==> src/logic/mem_pkg.sv <==
package mem_pkg;

    // Access size on the CPU/DMA bus
    typedef enum logic [1:0] {
        MEM_SIZE_BYTE = 2'd0,
        MEM_SIZE_HALF = 2'd1,
        MEM_SIZE_WORD = 2'd2
    } mem_size_e;

    // Memory regions, decoded from address bits 31:24
    typedef enum logic [7:0] {
        REGION_IO      = 8'h04,
        REGION_PALETTE = 8'h05,
        REGION_OAM     = 8'h07,
        REGION_NONE    = 8'hff
    } region_e;

    typedef struct packed {
        logic [31:0] addr;
        logic [31:0] wdata;
        mem_size_e   size;
        logic        write;
    } bus_req_t;

    // Request as seen by the RAMs, address is word aligned
    typedef struct packed {
        logic [31:0] addr;
        logic [31:0] wdata;
        logic [3:0]  byte_we;
    } mem_port_t;

    // Graphics side byte addresses
    typedef struct packed {
        logic [31:0] oam_addr;
        logic [31:0] pal_bg_addr;
        logic [31:0] pal_obj_addr;
    } gfx_rd_t;

    typedef struct packed {
        logic [31:0] oam_data;
        logic [31:0] pal_bg_data;
        logic [31:0] pal_obj_data;
    } gfx_data_t;

    localparam logic [31:0] IO_BASE = 32'h0400_0000;
    localparam int NUM_IO_REGS  = 8;

    // Word indices of the registers with special fields
    localparam int KEYINPUT_IDX = 0;
    localparam int VCOUNT_IDX   = 1;
    localparam int IF_IDX       = 2;
    localparam int TM0_IDX      = 3;
    localparam int TM1_IDX      = 4;

    localparam int PAL_DEPTH = 128;
    localparam int OAM_DEPTH = 256;

endpackage : mem_pkg

==> src/logic/byte_lane_decoder.sv <==
`timescale 1ns/1ps

module byte_lane_decoder import mem_pkg::*; (
    input  logic [1:0] addr_low,
    input  mem_size_e  size,
    input  logic       write,
    output logic [3:0] byte_we
);

    // Data arrives little endian, so lanes follow the low address bits
    always_comb begin
        byte_we = 4'b0000;
        if (write) begin
            case (size)
                MEM_SIZE_WORD: begin
                    byte_we = 4'b1111;
                end
                MEM_SIZE_HALF: begin
                    byte_we = addr_low[1] ? 4'b1100 : 4'b0011;
                end
                MEM_SIZE_BYTE: begin
                    byte_we = 4'b0001 << addr_low;
                end
                default: begin
                    byte_we = 4'b0000;
                end
            endcase
        end
    end

endmodule : byte_lane_decoder

==> src/logic/bus_write_stage.sv <==
`timescale 1ns/1ps

module bus_write_stage import mem_pkg::*; (
    input  logic      clock,
    input  logic      reset,
    input  bus_req_t  bus_req,
    output logic      pause,
    output bus_req_t  req_lat,
    output mem_port_t mem_port
);

    logic        commit;
    logic [31:0] mem_addr;

    // Bus request delayed by one cycle
    always_ff @(posedge clock or posedge reset) begin
        if (reset) begin
            req_lat <= '0;
        end else begin
            req_lat <= bus_req;
        end
    end

    // One pause cycle per write, the master holds its request meanwhile
    always_ff @(posedge clock or posedge reset) begin
        if (reset) begin
            pause <= 1'b0;
        end else begin
            pause <= bus_req.write & ~pause;
        end
    end

    // Only the paused cycle commits, so the held copy is not written twice
    assign commit   = req_lat.write & pause;
    assign mem_addr = commit ? req_lat.addr : bus_req.addr;

    assign mem_port.addr  = {mem_addr[31:2], 2'b00};
    assign mem_port.wdata = req_lat.wdata;

    byte_lane_decoder i_lanes (
        .addr_low (req_lat.addr[1:0]),
        .size     (req_lat.size),
        .write    (commit),
        .byte_we  (mem_port.byte_we)
    );

endmodule : bus_write_stage

==> config.mk <==
export PLATFORM = sky130hd
export DESIGN_NAME = bus_write_stage
export DESIGN_NICKNAME = d
export VERILOG_FILES = /design/src/logic/mem_pkg.sv /design/src/logic/byte_lane_decoder.sv /design/src/logic/bus_write_stage.sv
export SDC_FILE = /design/constraint.sdc
export NUM_CORES = 1
export LEC_CHECK = 0
export BUFFER_PORTS_ARGS = -buffer_cell sky130_fd_sc_hd__clkbuf_2
export CAP_MARGIN = 40
export CORE_AREA = 2 2 83 85
export CTS_CLUSTER_DIAMETER = 30
export CTS_CLUSTER_SIZE = 20
export DETAILED_ROUTE_END_ITERATION = 8
export DIE_AREA = 0 0 85 87
export PLACE_DENSITY = 0.84
export SLEW_MARGIN = 20
export SYNTH_ARGS = -nofsm -noshare
export SYNTH_HDL_FRONTEND = slang
export SYNTH_SLANG_ARGS = --single-unit
==> constraint.sdc <==
create_clock -name clock -period 2.2 [get_ports clock]
set_input_delay 0 -clock clock [delete_from_list [all_inputs] [get_ports clock]]
set_output_delay 0 -clock clock [all_outputs]
set_load 0.005 [all_outputs]
### Yosys cells after proc, flatten, opt, wreduce, memory -nomap -nowiden

Cells that the tools add are included.

| operators by class | value |
|---|---|
| eq/ne operators | 2 |
| shift-type cells | 1 |
| multiplexer cells | 4 |
| bitwise operators | 3 |
| reductions and logical operators | 1 |

Operators by type and width:

| operator | count |
|---|---|
| 32-bit 2-to-1 mux | 1 |
| 4-bit case mux with 3 select lines | 1 |
| 4-bit 2-to-1 mux | 2 |
| 1-bit by 2-bit left shift with 4-bit output, first input constant | 1 |
| 1-bit AND | 2 |
| 2-bit by 1-bit == test with 1-bit output, second input constant | 1 |
| 2-bit == test, second input constant | 1 |
| 2-bit logical NOT | 1 |
| 1-bit NOT | 1 |

| storage, ports and cells | value |
|---|---|
| bits in registers | 68 |
| bits of input ports | 69 |
| output and inout port bits | 136 |
| word-level logic and storage cells | 16 |

### Longest topological paths before layout

| logic depth | value |
|---|---|
| word-level depth | 3 |
| mapped depth | 4 |
| mapped depth without buffers | 3 |

### Cells and area by module

A second synthesis with hierarchy kept.

| second synthesis, totals | value |
|---|---|
| cell total of the unflattened synthesis | 153 |
| area, all modules | 2529.9 um2 |

Modules (own cells, without submodules):

| module | times used | cells each | area an instance (um2) | sequential area each (um2) |
|---|---|---|---|---|
| bus_write_stage | 1 | 140 | 2463.6 | 1701.6 |
| byte_lane_decoder | 1 | 13 | 66.3 | 0.0 |

### Least setup slack after synthesis

OpenSTA, ideal clock, no wires.

| path | value |
|---|---|
| path type | register -> output |
| start | reg pause |
| end | out mem_port[38] in the netlist's numbering |
| arrival time | 0.990 ns |
| required time | 2.200 ns |
| slack | 1.210 ns |
| cell stages (with the launch flop) | 4 |
| path buffers | 1 |
| cells stage by stage | dfrtp_1 > nand2_2 > buf_6 > mux2_2 |

RTL lines:

| item | line | text |
|---|---|---|
| start: declaration | bus_write_stage.sv:7 | `output logic pause,` |
| start signal: assignment | bus_write_stage.sv:29 | `pause <= bus_req.write & ~pause;` |
| end: declaration | bus_write_stage.sv:9 | `output mem_port_t mem_port` |

==> metrics.txt <==
WP data arrival 1.85 ns; first-pass GRT wire length 10.4 mm; die span in x 85 µm; Avg Inst Size Synth 16.0 µm²; CP Cell Sequence nand2_2, mux2_2, clkbuf_2; drc violations 0; post-placement cell area 3250 µm²; post-synth cell types 13; H-tree depth 3; period utilisation layout 84.2%; Area Overhead vs Synth 71.6%; placed wire-length estimate 4.43 mm; Yosys reg bits 68; Die Footprint 7400 µm²; vias in the first global route 2171; Post-CTS Setup Bufs 0; WL/cell 14.6 µm; Root Driver clkbuf_8; Yosys warning count 0; Max stage delay cell, worst path nand2_2; slew at the pin with the worst max-slew slack 0.758 ns; fin nets 467; # rows 30; ANT cells 0; clock sink count 68; IO Pins 205; delay-heaviest family, CP simple AND/OR/NAND/NOR gates; status complete, no violations; Worst Setup SP req_lat[0]; CTS Buffer Depth 2; final hold vios 0; CTS tree built; Mapped Cells 151; P_leak 2.20 nW; slew margin rel. 49.3%; setup ws final 0.347 ns; Power Density 675 nW/µm²; setup TNS 0 ns; Cell Area, Synth 2410 µm²; initial cell density of the core 36.7%; share of layout cells above drive strength 1 62.3%; die height 87 µm; later-pin clock latency in the skew report 0.33 ns; maximum VDD drop 598 µV; worst hold path class in -> async; slowest stage delay, CP 0.57 ns; Post-CTS Resized 0; pre-CTS WS 0.684 ns; max_cap viols 0; detailed-route via count 2096; hold_buf cts 68; Buf+Inv Stages, Crit Path 1; most common cell after layout, fill and taps aside clkbuf_2; gpl congestion 0.700; Clk pin slew, worst setup/hold paths 0.07 ns; crit path time final 1.85 ns; Core Area 6570 µm²; setup violators final 0; CP max FO 31; Via density 4.34; post-synthesis sequential area ratio 70.6%; Post-DRT Antenna Nets 0; GRT Util Overall 18.8%; initial DRC count 47; total CTS buffers 9; initial antenna violation count 0; drt total wl 7.04 mm; DRT Pass-1 Iters 4; Max Freq 540 MHz; Crit. End Element output pin; Setup CP Type reg -> out; Final Cell Area 4130 µm²; grt total ovfl 0; Clock Skew 0 ns; RR Startpoint pause; largest net degree at the start of global routing 37; unrepaired setup endpoints after global routing false; Slew Limit Fails 0; setup slack, reg-to-reg 1.53 ns; worst path required time 2.20 ns; category of the worst setup path launch point register; port bufs 202; most frequent cells in the layout 202 x clkbuf_2, 68 x dlygate4sd3_1, 68 x dfrtp_1
==> flip-flops by register name, summed over array words and instances (netlist names) <==
name and flops:
mem_port 32, pause 1, req_lat 35
==> kinds of logic after synthesis <==
| family | Yosys count | synth area share (%) |
|---|---|---|
| flip-flops | 68 | 70.6 |
| other | 1 | 0.156 |
| multiplexers | 30 | 14.0 |
| AND/OR/NAND/NOR | 5 | 1.14 |
| AO/OA/AOI/OAI | 7 | 1.56 |
| buffers and inverters | 40 | 12.5 |
==> layout make-up <==
cell class / count / area [µm²]
clock inverters: 4 / 47.5
flip-flops and latches: 68 / 1700
inverters: 3 / 11.3
clock buffers: 12 / 155
repair buffers: 272 / 1710
fillers: 503 / 2440
well taps: 80 / 100
multi-input cells: 44 / 410
==> layer usage <==
layer  global-route usage (%)  vias up  part of all wire, %
met4                     9.24        0                  2.8
met3                     6.92       21                  9.1
met2                     34.7      139                   55
met5                        0        -                    0
li1                         -      952                    -
met1                     18.4      984                   33
==> synthesized netlist by cell type, drive strengths merged <==
| master | count | area share [%] |
|---|---|---|
| a21o | 1 | 0.31 |
| a21oi | 4 | 0.83 |
| and2b | 1 | 0.31 |
| buf | 37 | 12 |
| conb | 1 | 0.16 |
| dfrtp | 68 | 71 |
| inv | 3 | 0.47 |
| mux2 | 30 | 14 |
| nand2 | 1 | 0.26 |
| nand2b | 1 | 0.26 |
| nor2 | 2 | 0.31 |
| o21ai | 2 | 0.42 |
==> per-stage QoR <==
stage / power [W] / utilization (%) / hold WS, ns / instances
2_1_floorplan: 0.00152 / - / 0.0314 / 152
6_report: 0.00279 / 62.9 / 0.295 / 483
5_1_grt: 0.00294 / 62.9 / 0.288 / 483
3_5_place_dp: 0.00170 / 49.5 / 0.0987 / 399
3_3_place_gp: 0.00169 / 49.5 / 0.0917 / 399
4_1_cts: 0.00282 / 62.9 / 0.290 / 483
==> power by group <==
part	switching, W	total (W)	internal [W]	leakage, nW
Sequential	0.0000384	0.00135	0.00131	0.793
Clock	0.000433	0.00102	0.000582	0.102
Combinational	0.000168	0.000423	0.000255	1.31
Total	0.000640	0.00279	0.00215	2.20
==> worst paths after layout <==
check / endpoint / cells after the start
worst max-delay path: mem_port[49] / 3
worst min-delay path: req_lat[61] / 4
worst max register to register: pause / 1
worst min register to register: pause / 1
max in group asynchronous: mem_port[11] / 4
min in group clock: mem_port[35] / 2
Note: power is estimated with default switching activity, not from simulation.
